[src/design/core_pkg.sv]
package core_pkg;

    typedef logic [31:0] addr_t;
    typedef logic [31:0] inst_t;
    typedef logic [1:0]  plv_t;

    // [15] valid, [14:6] esubcode, [5:0] ecode
    typedef logic [15:0] excp_t;

    localparam logic [5:0] ECODE_ADEF = 6'h08;   // Fetch address error

    localparam addr_t RESET_PC = 32'h1c00_0000;

endpackage

[src/design/fetch_cfg_pkg.sv]
package fetch_cfg_pkg;

    // Fetch buffer
    localparam int FB_DEPTH = 16;
    localparam int FB_PTR_W = 5;                  // Count runs 0..FB_DEPTH
    localparam int FB_IDX_W = $clog2(FB_DEPTH);

    // Word at byte address a of instruction memory holds a ^ MEM_FILL
    localparam int          MEM_BYTES = 4096;
    localparam int          MEM_WORDS = MEM_BYTES / 4;
    localparam int          MEM_IDX_W = $clog2(MEM_WORDS);
    localparam logic [31:0] MEM_FILL  = 32'h3c5a_96e1;

    // Cycles from req rising to ack rising
    localparam int MEM_LAT_MIN = 1;
    localparam int MEM_LAT_MAX = 4;

endpackage

[src/design/fetch_buffer.sv]
`timescale 1ns/1ps

module fetch_buffer import core_pkg::*, fetch_cfg_pkg::*; (
    input  logic  clk,
    input  logic  rstn,
    input  logic  flush,
    input  logic  push,
    input  logic  push_two,
    input  inst_t push_ir0,
    input  inst_t push_ir1,
    input  addr_t push_pc,
    input  plv_t  push_plv,
    input  excp_t push_excp,
    input  logic  pop0,
    input  logic  pop1,
    output logic  fb_stall,
    output logic  valid0,
    output logic  valid1,
    output inst_t ir0,
    output inst_t ir1,
    output addr_t pc0,
    output addr_t pc1,
    output plv_t  plv0,
    output plv_t  plv1,
    output excp_t excp0,
    output excp_t excp1
);

    inst_t ir_q   [FB_DEPTH];
    addr_t pc_q   [FB_DEPTH];
    plv_t  plv_q  [FB_DEPTH];
    excp_t excp_q [FB_DEPTH];

    logic [FB_IDX_W-1:0] head;      // Oldest entry
    logic [FB_IDX_W-1:0] tail;      // Next free slot
    logic [FB_IDX_W-1:0] head_nx;
    logic [FB_IDX_W-1:0] tail_nx;
    logic [FB_PTR_W-1:0] count;
    logic [FB_PTR_W-1:0] free;
    logic [1:0]          n_push;
    logic [1:0]          n_pop;

    assign head_nx = head + 1'b1;
    assign tail_nx = tail + 1'b1;
    assign free    = FB_PTR_W'(FB_DEPTH) - count;

    assign n_push = push ? (push_two ? 2'd2 : 2'd1) : 2'd0;
    // pop1 only counts together with pop0
    assign n_pop  = (pop0 && valid0) ? ((pop1 && valid1) ? 2'd2 : 2'd1) : 2'd0;

    assign fb_stall = free < FB_PTR_W'(2);
    assign valid0   = count != '0;
    assign valid1   = count > FB_PTR_W'(1);

    assign ir0   = ir_q[head];
    assign ir1   = ir_q[head_nx];
    assign pc0   = pc_q[head];
    assign pc1   = pc_q[head_nx];
    assign plv0  = plv_q[head];
    assign plv1  = plv_q[head_nx];
    assign excp0 = excp_q[head];
    assign excp1 = excp_q[head_nx];

    always_ff @(posedge clk)
    begin
        if (push && !flush)
        begin
            ir_q[tail]   <= push_ir0;
            pc_q[tail]   <= push_pc;
            plv_q[tail]  <= push_plv;
            excp_q[tail] <= push_excp;
            if (push_two)
            begin
                ir_q[tail_nx]   <= push_ir1;
                pc_q[tail_nx]   <= push_pc + 32'd4;
                plv_q[tail_nx]  <= push_plv;
                excp_q[tail_nx] <= '0;      // Upper word never carries a fault
            end
        end
    end

    always_ff @(posedge clk or negedge rstn)
    begin
        if (!rstn)
        begin
            head  <= '0;
            tail  <= '0;
            count <= '0;
        end
        else if (flush)
        begin
            head  <= '0;
            tail  <= '0;
            count <= '0;
        end
        else
        begin
            head  <= head + FB_IDX_W'(n_pop);
            tail  <= tail + FB_IDX_W'(n_push);
            count <= count + FB_PTR_W'(n_push) - FB_PTR_W'(n_pop);
        end
    end

    assert property (@(posedge clk) disable iff (!rstn)
        pop1 |-> pop0)
        else $error("fetch_buffer: pop1 without pop0");

    assert property (@(posedge clk) disable iff (!rstn)
        (!pop0 || valid0) && (!pop1 || valid1))
        else $error("fetch_buffer: pop of an empty slot");

    assert property (@(posedge clk) disable iff (!rstn)
        push |-> (FB_PTR_W'(n_push) <= free))
        else $error("fetch_buffer: overflow");

endmodule

[config.mk]
export PLATFORM = sky130hd
export DESIGN_NAME = fetch_buffer
export DESIGN_NICKNAME = d
export VERILOG_FILES = /design/src/design/core_pkg.sv /design/src/design/fetch_cfg_pkg.sv /design/src/design/fetch_buffer.sv
export SDC_FILE = /design/constraint.sdc
export NUM_CORES = 2
export LEC_CHECK = 0
export ABC_AREA = 1
export BUFFER_PORTS_ARGS = -buffer_cell sky130_fd_sc_hd__buf_2
export CAP_MARGIN = 20
export CORE_MARGIN = 2
export CORE_UTILIZATION = 45
export DETAILED_ROUTE_END_ITERATION = 8
export PLACE_DENSITY = 0.67
export SLEW_MARGIN = 20
export SYNTH_ARGS = -nofsm -noshare
export SYNTH_HDL_FRONTEND = slang
export SYNTH_SLANG_ARGS = --single-unit
[constraint.sdc]
create_clock -name clk -period 3.26 [get_ports clk]
set_clock_uncertainty 0.1 [all_clocks]
set_input_delay 0 -clock clk [delete_from_list [all_inputs] [get_ports clk]]
set_output_delay 0 -clock clk [all_outputs]
set_load 0.01 [all_outputs]
==> flow_summary.json <==
{
  "die_h_um": 422,
  "hold_path.class": "in -> reg",
  "vias": 77800,
  "tightest_slew_ns": 1.13,
  "cts_root_buffer": "clkbuf_16",
  "core-area_um2": 174000,
  "crit_fanout": 40,
  "arrival_ns": 3.19,
  "slowest_delay_ns": 0.89,
  "met2WireLength_um": 135000,
  "grt_pass1_vias": 70000,
  "synth_cell_types": 41,
  "ys_seq_area_frac": 0.472,
  "drtIter0Drc": 12700,
  "drc_errors": 0,
  "drt_wl_total_um": 303000,
  "io-pin-count": 288,
  "placed_cells": 12300,
  "nets": 10500,
  "wl_met3_um": 39200,
  "crit_type": "reg -> out",
  "grt_pass1_wl_um": 438000,
  "cts.sinks": 1325,
  "antenna_found_initial": 29,
  "numCtsBuffers": 155,
  "grt_max_degree": 265,
  "hold_viol_final": 0,
  "crit_chain": "buf_4, nand3_1, nand2_1, buf_2",
  "fin_crit_sh": 1.01,
  "rsz0062_at_grt": "yes",
  "synth_top_cell_by_area": "edfxtp_1",
  "vdd_drop_max_mv": 1.27,
  "synthFlopType": "edfxtp_1",
  "synth_edf_count": 1056,
  "p_leak_nw": 36.0,
  "h-tree-depth": 4,
  "area_growth_pct": 14.0,
  "synth_top_area_share": 0.403,
  "synthTopCellsByArea": "edfxtp_1, nand2_1, o21ai_0, dfxtp_1, nand3_1",
  "syn_area_um2": 78700,
  "routedWlPerCell_um": 23.6,
  "initial_core_util": 0.453,
  "clk_path_buf_depth": 3,
  "synth_seq_cells": 1325,
  "final_cells": 12800,
  "rrSetupSlack_ns": 0.13,
  "async_flop_share": 0.00981,
  "syn_nets": 10600,
  "overflow": 0,
  "routed.top_layer": "met5",
  "die_w_um": 422,
  "via_per_inst": 6.06,
  "drive_gt1_frac": 0.0805,
  "end_kind": "primary output",
  "p_per_area_nw_per_um2": 784,
  "setup_slack_ns": -0.0336,
  "required_ns": 3.16,
  "drt-met1-wl_um": 110000,
  "grt_usage": 0.322,
  "cts_tree": "done",
  "cap_violations": 0,
  "dieArea_um2": 178000,
  "fmax_mhz": 304,
  "violations": "setup timing",
  "dr.pass1.iters": 8,
  "fin_util": 0.516,
  "place.port_buffers": 287,
  "dp_hpwl_um": 164000,
  "cts.clk_slew.worst_paths_ns": 0.06,
  "postRouteAntennaNets": 0,
  "n_fill_cell": 16200,
  "place.gp.congestion": 0.910,
  "insertion_delay_ns": 0.81,
  "setup_viol": 1,
  "syn_inst": 10500,
  "syn_avg_cell_area_um2": 7.52,
  "crit_path_start_kind": "register",
  "drv_slew": 0,
  "fin_setup_tns_ns": -0.0336,
  "status": "complete, but fails checks",
  "rows": 153,
  "crit_slowest_cell": "buf_4",
  "maxSlewHeadroom": 0.244,
  "min_period_ns": 3.29,
  "yosysWarningCount": 0
}
per-layer routing:
metal,GRT usage,vias up
met5,0,-
met4,0.185,16
met1,0.420,35900
met2,0.503,5578
li1,-,35300
met3,0.0589,1061
cell usage after synthesis (2+ instances only):
cell type / n
o21ai_0: 1803
xnor2_1: 5
edfxtp_1: 1056
ha_1: 17
nor2_2: 8
inv_2: 20
nor2_1: 222
nand2_1: 2867
nand2_2: 5
o211ai_1: 345
inv_1: 843
clkbuf_1: 450
nor3_1: 18
buf_2: 380
dfrtp_1: 13
buf_1: 142
o21ai_2: 6
o21ai_1: 101
nor2_4: 4
nand3_1: 939
buf_4: 12
nand3b_1: 4
buf_6: 7
fa_1: 4
a21oi_1: 878
xor2_1: 26
o211a_1: 16
nand4_2: 2
dfxtp_1: 256
nand4_1: 2
and2_1: 2
o21bai_1: 3
state kept, by name (all words and copies together), names as in the netlist:
signal,cells
ir_q,512
pc_q,512
excp_q,256
plv_q,32
count,5
head,4
tail,4
through the flow:
| stage | power [mW] | instance area, um^2 | hold WS (ns) | setup slack (ns) |
|---|---|---|---|---|
| finish | 70.3 | 89700 | 0.0403 | -0.0336 |
| floorplan | 40.4 | 78700 | -0.396 | 0.0130 |
| detailed placement | 49.0 | 81800 | -0.154 | 0.220 |
| global placement | 48.3 | 81800 | -0.153 | 0.227 |
| global route | 73.5 | 89700 | 0.0602 | -0.0415 |
| CTS | 68.9 | 89200 | 0.00182 | -0.00130 |
layout make-up:
type                    instances  area, um^2  share of cell area
clock inverters                80         743             0.00828
clock buffers                 204        4160              0.0464
inverters                     865        3290              0.0367
well taps                    2325        2910              0.0324
flip-flops and latches       1325       37200               0.414
multi-input cells            7284       34400               0.384
repair buffers                739        6980              0.0778
diodes                         15        37.5            0.000418
worst max-delay path, delay by kind of cell, from the launching register on:
kind / cells / cell delay [ns]
flops: 1 / 0.71
buf+inv: 2 / 1.09
simple gates: 2 / 0.51
worst paths after layout:
path / cells after the start / endpoint / startpoint
worst max-delay path: 4 / pc0[6] / head[3]$_DFF_PN0_
worst min-delay path: 4 / ir_q[11][6]$_DFFE_PP_ / push_ir1[6]
worst max register to register: 6 / ir_q[13][1]$_DFFE_PP_ / tail[1]$_DFF_PN0_
worst min register to register: 2 / excp_q[0][3]$_SDFFE_PP0P_ / excp_q[0][3]$_SDFFE_PP0P_
max in group asynchronous: 3 / head[2]$_DFF_PN0_ / rstn
min in group asynchronous: 3 / tail[3]$_DFF_PN0_ / rstn
what timing repair did:
action,in CTS,in global routing
pin swaps,1,2
setup buffers,6,13
hold endpoints to repair,1338,0
setup endpoints to repair,128,95
gates cloned,10,10
gates resized for setup,32,34
hold buffers,195,0
logic make-up after synthesis:
| kind of cell | after synthesis | share of synthesized area |
|---|---|---|
| and+or+nand+nor | 4077 | 0.211 |
| AOI/OAI and AO/OA | 3154 | 0.213 |
| buffers and inverters | 1856 | 0.0959 |
| DFF | 1325 | 0.472 |
| xor gates and xnor gates | 32 | 0.00366 |
| adders and majority gates | 21 | 0.00372 |
cells in the final DEF (no fill, tap or decap), types with 15 or more instances in the layout:
master	netlist	routed
nand2_1	2867	2844
o21ai_0	1803	1801
edfxtp_1	1056	1056
nand3_1	939	934
a21oi_1	878	876
inv_1	843	840
o211ai_1	345	345
buf_2	380	287
dfxtp_1	256	256
nor2_1	222	221
dlygate4sd3_1	0	195
clkbuf_16	0	165
buf_4	12	141
o21ai_1	101	103
buf_12	0	66
clkbuf_1	450	39
clkinv_1	1	38
xor2_1	26	25
buf_16	0	23
inv_2	20	19
clkinv_2	0	19
nor3_1	18	18
o211a_1	16	16
diode_2	0	15
report_power, final:
group | leakage (nW) | switching [mW] | total [mW] | internal, mW
Sequential | 11.8 | 0.391 | 19.4 | 19.0
Combinational | 21.8 | 22.9 | 33.7 | 10.8
Clock | 2.39 | 7.56 | 17.2 | 9.62
Total | 36.0 | 30.8 | 70.3 | 39.5
No activity file was read; power rests on OpenSTA's default activity.
