$ cat src/design/core_pkg.sv
package core_pkg;

    typedef logic [31:0] addr_t;
    typedef logic [31:0] inst_t;
    typedef logic [1:0]  plv_t;

    // [15] valid, [14:6] esubcode, [5:0] ecode
    typedef logic [15:0] excp_t;

    localparam logic [5:0] ECODE_ADEF = 6'h08;   // Fetch address error

    localparam addr_t RESET_PC = 32'h1c00_0000;

endpackage

$ cat src/design/fetch_cfg_pkg.sv
package fetch_cfg_pkg;

    // Fetch buffer
    localparam int FB_DEPTH = 16;
    localparam int FB_PTR_W = 5;                  // Count runs 0..FB_DEPTH
    localparam int FB_IDX_W = $clog2(FB_DEPTH);

    // Word at byte address a of instruction memory holds a ^ MEM_FILL
    localparam int          MEM_BYTES = 4096;
    localparam int          MEM_WORDS = MEM_BYTES / 4;
    localparam int          MEM_IDX_W = $clog2(MEM_WORDS);
    localparam logic [31:0] MEM_FILL  = 32'h3c5a_96e1;

    // Cycles from req rising to ack rising
    localparam int MEM_LAT_MIN = 1;
    localparam int MEM_LAT_MAX = 4;

endpackage

$ cat src/design/fetch_pc_gen.sv
`timescale 1ns/1ps

module fetch_pc_gen import core_pkg::*, fetch_cfg_pkg::*; (
    input  logic        clk,
    input  logic        rstn,
    input  logic        redirect,
    input  addr_t       redirect_pc,
    input  plv_t        plv,
    input  logic        fb_stall,
    output logic        mem_req,
    output addr_t       mem_addr,
    input  logic        mem_ack,
    input  logic [63:0] mem_rdata,
    output logic        push,
    output logic        push_two,
    output inst_t       push_ir0,
    output inst_t       push_ir1,
    output addr_t       push_pc,
    output plv_t        push_plv,
    output excp_t       push_excp
);

    typedef enum logic [2:0] {
        S_IDLE,
        S_REQ,
        S_REL,
        S_HALT,
        S_FAULT
    } state_t;

    state_t state;
    addr_t  pc;
    addr_t  pc_aligned;
    addr_t  tgt_offs;
    plv_t   fetch_plv;
    logic   stale;      // Handshake still open for a request dropped by redirect
    logic   tgt_ok;
    logic   issue;

    assign pc_aligned = {pc[31:3], 3'b000};
    assign tgt_offs   = redirect_pc - RESET_PC;
    assign tgt_ok     = (redirect_pc[1:0] == 2'b00) && (tgt_offs < addr_t'(MEM_BYTES));
    assign issue      = !redirect && (state == S_IDLE) && !stale && !fb_stall;

    // Pair comes back on ack; a pc with bit 2 set keeps only the upper word
    assign push      = !redirect && (((state == S_REQ) && mem_ack) || (state == S_FAULT));
    assign push_two  = (state == S_REQ) && !pc[2];
    assign push_ir0  = (state == S_FAULT) ? '0 :
                       (pc[2] ? mem_rdata[63:32] : mem_rdata[31:0]);
    assign push_ir1  = mem_rdata[63:32];
    assign push_pc   = pc;
    assign push_plv  = fetch_plv;
    assign push_excp = (state == S_FAULT) ? {1'b1, 9'd0, ECODE_ADEF} : '0;

    always_ff @(posedge clk or negedge rstn)
    begin
        if (!rstn)
        begin
            state   <= S_IDLE;
            pc      <= RESET_PC;
            stale   <= 1'b0;
            mem_req <= 1'b0;
        end
        else
        begin
            if (mem_req && mem_ack)
                mem_req <= 1'b0;
            if (stale && !mem_req && !mem_ack)
                stale <= 1'b0;          // Orphan handshake has closed

            if (redirect)
            begin
                pc    <= redirect_pc;
                state <= tgt_ok ? S_IDLE : S_FAULT;
                if ((state == S_REQ) || (state == S_REL))
                    stale <= 1'b1;
            end
            else
            begin
                case (state)
                    S_IDLE:
                        if (issue)
                        begin
                            mem_req <= 1'b1;
                            state   <= S_REQ;
                        end
                    S_REQ:
                        if (mem_ack)
                        begin
                            pc    <= pc_aligned + 32'd8;
                            state <= S_REL;
                        end
                    S_REL:
                        if (!mem_ack)
                            state <= S_IDLE;
                    S_FAULT:
                        state <= S_HALT;
                    default: ;                  // Halted until the next redirect
                endcase
            end
        end
    end

    always_ff @(posedge clk)
    begin
        if (redirect)
            fetch_plv <= plv;   // Stamp for a possible fault entry
        else if (issue)
        begin
            mem_addr  <= pc_aligned;
            fetch_plv <= plv;
        end
    end

    assert property (@(posedge clk) disable iff (!rstn)
        mem_req |=> (!mem_req || $stable(mem_addr)))
        else $error("fetch_pc_gen: mem_addr changed during request");

    // Room is checked at issue and can only grow until the data returns
    assert property (@(posedge clk) disable iff (!rstn)
        push |-> !fb_stall)
        else $error("fetch_pc_gen: push while buffer stalled");

endmodule

$ cat config.mk
export PLATFORM = sky130hd
export DESIGN_NAME = fetch_pc_gen
export DESIGN_NICKNAME = d
export VERILOG_FILES = /design/src/design/core_pkg.sv /design/src/design/fetch_cfg_pkg.sv /design/src/design/fetch_pc_gen.sv
export SDC_FILE = /design/constraint.sdc
export NUM_CORES = 1
export LEC_CHECK = 0
export BUFFER_PORTS_ARGS = -buffer_cell sky130_fd_sc_hd__buf_4
export CAP_MARGIN = 20
export CORE_MARGIN = 1
export CORE_UTILIZATION = 30
export DETAILED_ROUTE_END_ITERATION = 8
export GPL_TIMING_DRIVEN = 0
export PLACE_DENSITY = 0.69
export SYNTH_ARGS = -nofsm -noshare
export SYNTH_HDL_FRONTEND = slang
export SYNTH_SLANG_ARGS = --single-unit
$ cat constraint.sdc
create_clock -name clk -period 6.1 [get_ports clk]
set_input_delay 0.915 -clock clk [delete_from_list [all_inputs] [get_ports clk]]
set_output_delay 0.915 -clock clk [all_outputs]
set_load 0.01 [all_outputs]
==> reports/metrics.yaml, run 1 <==
slew_headroom_pct: 33.8
place_ws_ns: 2.84
seqPwrFrac_pct: 38.5
fin_crit_sh_pct: 57.2
power_frac_comb_pct: 28.4
clk_path_buf_depth: 2
drc: 0
core_area_um2: 12700
numPortBuffers: 234
ctsResizeCount: 0
via_per_inst: 4.80
arrival_ns: 2.58
synth_top_family_by_area: "simple AND/OR/NAND/NOR gates"
setup_tns_ns: 0
dp_hpwl_um: 10500
firstDrtPassIters: 4
tritoncts: "yes"
grt_pass1_wl_um: 18900
wl_per_cell_um: 15.7
seq_area_um2: 1860
io_pins: 252
path_max_fanout: 11
async_flop_share_pct: 54.4
antenna_found_initial: 0
rows: 41
area_growth_pct: 59.4
setup.worst_path.start_class: "flop"
clock_latency_ns: 0.33
synth-simple-area-share_pct: 19.5
clkTransAtPathRegs_ns: 0.05
synthAdderAreaFrac_pct: 0.319
netSwitchingFraction_pct: 28.7
required_ns: 5.18
hold_violations: 0
fin_util_pct: 49.4
worst_path_dominant_cell_family: "buffers and inverters"
clk_root_buffer_cell: "clkbuf_16"
die_width_um: 116
ir_drop_v: 0.000136
die-area_um2: 13500
cts_buffers: 9
synth_edf_count: 31
end_kind: "output pin"
grt_max_degree: 38
p_int_uw: 1020
criticalPathCategory: "flop to output pin"
pwr_density_cell_nw_per_um2: 229
synth_top_area_share_pct: 23.7
ctsHoldBuffers: 0
grt_pass1_vias: 3758
ys_ff_latch: 68
ant_nets: 0
finalClockSkew_ns: 0.00831
seq_area_frac_synth_pct: 47.4
critPathSlowestCell: "nor3_1"
syn-cell-area_um2: 3930
hold_slack_ns: 0.516
rsz0062_at_grt: "no"
fmax_mhz: 287
finalCriticalPeriod_ns: 3.49
start_util_pct: 31.0
track_usage_pct: 18.7
p_sw_uw: 411
multi_input_area_um2: 1620
synth_cell_type_count: 40
maxSlewViolCount: 0
maxCapViolations: 0
syn_inst: 405
power.leakage_uw: 0.00290
cp_common_cell: "buf_4"
n_fill_cell: 1151
tightest_slew_ns: 0.986
cts_setup_buffers: 0
hp-class: "flop to flop"
path_cells: "inv_1 > nor3_1 > clkbuf_1 > buf_4 > buf_4"
setup_violations: 0
overflow: 0
die_y_um: 116
worst_slack_ns: 2.61
yosysMostFrequentCell: "nor2_1"
place_congestion: 0.849
htree_num_levels: 3
synth_common_cells: "nor2_1, buf_4, dfrtp_1"
synth_mux_area_share_pct: 8.42
clock_power_share_pct: 33.0
path_buf_inv: 4
synth.area.top_cells: "edfxtp_1, dfrtp_1, buf_4"
yosys_most_used_dff: "dfrtp_1"
synth_xor_area_share_pct: 2.23
routed_wl_um: 13300
yosysWarnings: 0
syn-mean-instance-area_um2: 9.69
clock_sinks: 68
critPathMaxStageDelay_ns: 0.82
status: "finished clean"
vias: 4048
final_layout_size_suffix_gt1_share_pct: 46.1
power_uw: 1430
yosysTopAreaCell: "edfxtp_1"
finalNetCount: 771
drtIter0Drc: 162
synth-compound-area-share_pct: 9.05
diodes: 0
[worst register-to-register path: cells and delay by family, from the launching register on]
kind	cells	cell delay, ns
fa+ha+maj	1	0.23
flops	1	0.43
compound gates	2	0.44
buf+inv	2	0.58
simple gates	2	0.70
[through the flow]
| stage | instances | area, um^2 |
|---|---|---|
| 2_1_floorplan | 421 | 3990 |
| 3_3_place_gp | 827 | 5960 |
| 3_5_place_dp | 828 | 5980 |
| 4_1_cts | 843 | 6250 |
| 5_1_grt | 843 | 6250 |
| 6_report | 843 | 6250 |
[area by class of cell]
class,count,area share (%)
sequential,68,29.7
timing repair buffer,235,28.5
multi-input combinational,271,25.8
buffer,74,7.64
clock buffer,13,4.16
tap,172,3.44
inverter,8,0.480
clock inverter,2,0.160
[routing by layer]
layer	up-vias	wire length, um	GRT usage, %
met3	14	948	5.03
met2	184	6920	32.2
met1	1921	5190	22.1
met4	0	199	7.18
met5	-	0	0
li1	1929	-	-
[power by group through the flow]
stage	sequential (uW)	combinational [uW]	clock, uW
floorplan	564	179	0
global placement	559	403	0
detailed placement	560	410	0
CTS	552	412	483
global route	557	443	507
finish	552	408	474
[placed cells by master, fill, tap and decap left out, types with 13 or more instances in the layout]
master	n
mux2i_1	33
nor2_1	53
or4_1	18
buf_4	284
conb_1	17
edfxtp_1	31
nand2_1	31
o21ai_0	20
a31oi_1	13
nand3_1	18
dfrtp_1	34
clkbuf_1	21
[registers in the layout (all words and copies together) (netlist names)]
register,cells
push_pc,32
state,3
push_plv,2
stale,1
mem_addr,29
mem_req,1
[cell families (layout without fill, tap and decap cells)]
group | count (synthesis) | count (layout)
DFF | 68 | 68
and+or+nand+nor | 154 | 154
xor gates and xnor gates | 10 | 10
buffers and inverters | 82 | 332
AOI/OAI and AO/OA | 56 | 56
muxes | 33 | 33
adders and majority gates | 1 | 1
other | 1 | 17
[path summary, 6_finish.rpt]
| check | start | end | slack (ns) | cells after the start |
|---|---|---|---|---|
| worst min register to register | push_pc[31] | mem_addr[31] | 0.52 | 0 |
| min in group asynchronous | rstn | push_pc[22] | 0.55 | 1 |
| worst max register to register | push_pc[3] | push_pc[21] | 3.56 | 7 |
| max in group asynchronous | rstn | push_pc[28] | 5.18 | 1 |
| worst min-delay path | push_pc[31] | mem_addr[31] | 0.52 | 0 |
| worst max-delay path | state[2] | push_excp[15] | 2.61 | 5 |
(Power assumes the default switching activity.)
==> inputs of run 2 (changes only) <==
--- a/config.mk
+++ b/config.mk
@@ -11,7 +11,7 @@
 export CORE_UTILIZATION = 30
 export DETAILED_ROUTE_END_ITERATION = 8
 export GPL_TIMING_DRIVEN = 0
-export PLACE_DENSITY = 0.69
+export PLACE_DENSITY = 0.71
 export SYNTH_ARGS = -nofsm -noshare
 export SYNTH_HDL_FRONTEND = slang
 export SYNTH_SLANG_ARGS = --single-unit
==> constraint.sdc (replaced) <==
create_clock -name clk -period 2.9 [get_ports clk]
set_input_delay 0.435 -clock clk [delete_from_list [all_inputs] [get_ports clk]]
set_output_delay 0.435 -clock clk [all_outputs]
set_load 0.01 [all_outputs]
==> reports/metrics.yaml, run 2 (synthesis gave the netlist of run 1 again) <==
start_util_pct: 31.0  # unchanged
core_area_um2: 12700  # unchanged
dp_hpwl_um: 11400  # was 10500 um
required_ns: 2.47  # was 5.18 ns
ctsHoldBuffers: 0  # unchanged
wl_met3_um: 1210  # was 948 um
pwr_density_cell_nw_per_um2: 478  # was 229 nW/um^2
via_per_inst: 4.85  # was 4.80
power.leakage_uw: 0.00289  # was 0.00290 uW
arrival_ns: 2.20  # was 2.58 ns
io_pins: 252  # unchanged
clkTransAtPathRegs_ns: 0.05  # about the same
die_width_um: 116  # unchanged
rows: 41  # unchanged
place_congestion: 0.812  # was 0.849
fin_crit_sh_pct: 91.0
status: "finished clean"  # unchanged
critPathLaunch: "state[2]"  # unchanged
layout_common_cells: "buf_4, nor2_1, dfrtp_1"  # unchanged
die-area_um2: 13500  # unchanged
final_common_cell: "buf_4"  # unchanged
wl_met1_um: 5140  # was 5190 um
track_usage_pct: 20.4  # was 18.7%
place_ws_ns: 0.290  # was 2.84 ns
finalClockSkew_ns: 0.00690  # was 0.00831 ns
antenna_found_initial: 0  # unchanged
maxCapViolations: 0  # unchanged
setup.worst_path.start_class: "flop"  # unchanged
tritoncts: "yes"  # unchanged
wl_per_cell_um: 16.7  # was 15.7 um
finalNetCount: 771  # unchanged
diodes: 0  # unchanged
hp-class: "input pin to async pin"  # was flop to flop
timing.rr.start: "push_pc[3]"  # unchanged
final_layout_size_suffix_gt1_share_pct: 45.8  # was 46.1%
rsz0062_at_grt: "no"  # unchanged
numPortBuffers: 234  # unchanged
criticalPathCategory: "flop to output pin"  # unchanged
maxSlewViolCount: 0  # unchanged
top_layer: "met4"  # unchanged
tightest_slew_ns: 0.710  # was 0.986 ns
die_y_um: 116  # unchanged
hold_violations: 0  # unchanged
htree_num_levels: 3  # unchanged
routed_wl_um: 14100  # was 13300 um
largest_register_ffs: 32  # unchanged
fmax_mhz: 379
worst_slack_ns: 0.261  # was 2.61 ns
end_kind: "output pin"  # unchanged
overflow: 0  # unchanged
clk_path_buf_depth: 2  # unchanged
finalCriticalPeriod_ns: 2.64
clock_sinks: 68  # unchanged
clock_latency_ns: 0.33  # about the same
drtIter0Drc: 246  # was 162
path_max_fanout: 11  # unchanged
fin_util_pct: 49.3  # was 49.4%
cts_setup_buffers: 0  # unchanged
slew_headroom_pct: 52.7  # was 33.8%
area_growth_pct: 59.1  # was 59.4%
setup_violations: 0  # unchanged
ir_drop_v: 0.000322  # was 0.000136 V
cts_buffers: 9  # unchanged
grt_pass1_wl_um: 20700  # was 18900 um
wl_met2_um: 7460  # was 6920 um
clk_root_buffer_cell: "clkbuf_16"  # unchanged
setup_tns_ns: 0  # unchanged
grt_max_degree: 38  # unchanged
firstDrtPassIters: 5  # was 4
ant_nets: 0  # unchanged
vias: 4093  # was 4048
hold_slack_ns: 0.0738  # was 0.516 ns
drc: 0  # unchanged
grt_pass1_vias: 3884  # was 3758
## run 2: changes by cell type in the layout (fill, tap and decap cells not counted)
cell,before,now
clkinv_1,0,1
clkbuf_1,21,23
nor3_2,0,1
clkbuf_8,2,0
nor3_1,6,5
## run 2: final cells by class
class | count | area (um^2)
Fill cell | 1210 | 6430
Sequential cell | 68 | 1860
Timing Repair Buffer | 235 | 1780
Multi-Input combinational cell | 271 | 1620
Buffer | 74 | 478
Clock buffer | 13 | 240
Tap cell | 172 | 215
Inverter | 8 | 30.0
Clock inverter | 3 | 13.8
## run 2: metal layers
| layer | global-route usage [%] | vias to the layer above |
|---|---|---|
| met5 | 0 | - |
| met4 | 7.01 | 0 |
| met3 | 5.76 | 22 |
| met2 | 37.6 | 214 |
| met1 | 22.3 | 1934 |
| li1 | - | 1923 |
## run 2: repair_timing
item                                   CTS  global route
setup endpoints to repair               14             0
resized for setup                        1             0
endpoints found under the hold margin    0             0
## run 2: through the flow
| stage | instances | power (uW) | instance area [um^2] |
|---|---|---|---|
| final | 844 | 2990 | 6240 |
| after global routing | 844 | 3130 | 6240 |
| after CTS | 844 | 3010 | 6240 |
| after detailed placement | 828 | 2060 | 5980 |
| after global placement | 827 | 2040 | 5960 |
| after floorplan | 421 | 1560 | 3990 |
## run 2: worst max-delay path, stage by stage (launching register included)
cell,delay (ns)
dfrtp_1,0.49
inv_1,0.14
nor3_2,0.48
clkbuf_1,0.46
nor2_1,0.12
buf_4,0.18
## run 2: path summary, 6_finish.rpt
check / endpoint / slack (ns) / cells past startpoint
worst max-delay path: push_ir0[29] / 0.26 / 5
worst min-delay path: push_pc[22] / 0.07 / 1
worst max register to register: push_pc[29] / 0.31 / 7
worst min register to register: mem_addr[31] / 0.51 / 0
max in group asynchronous: push_pc[28] / 2.46 / 1
min in group clk: push_plv[0] / 0.28 / 1
## run 2: power breakdown
group	total, uW	switching, uW	leakage, uW	internal (uW)
clock network	951	378	0.000125	573
registers	1160	76.7	0.000720	1090
logic	873	424	0.00204	449
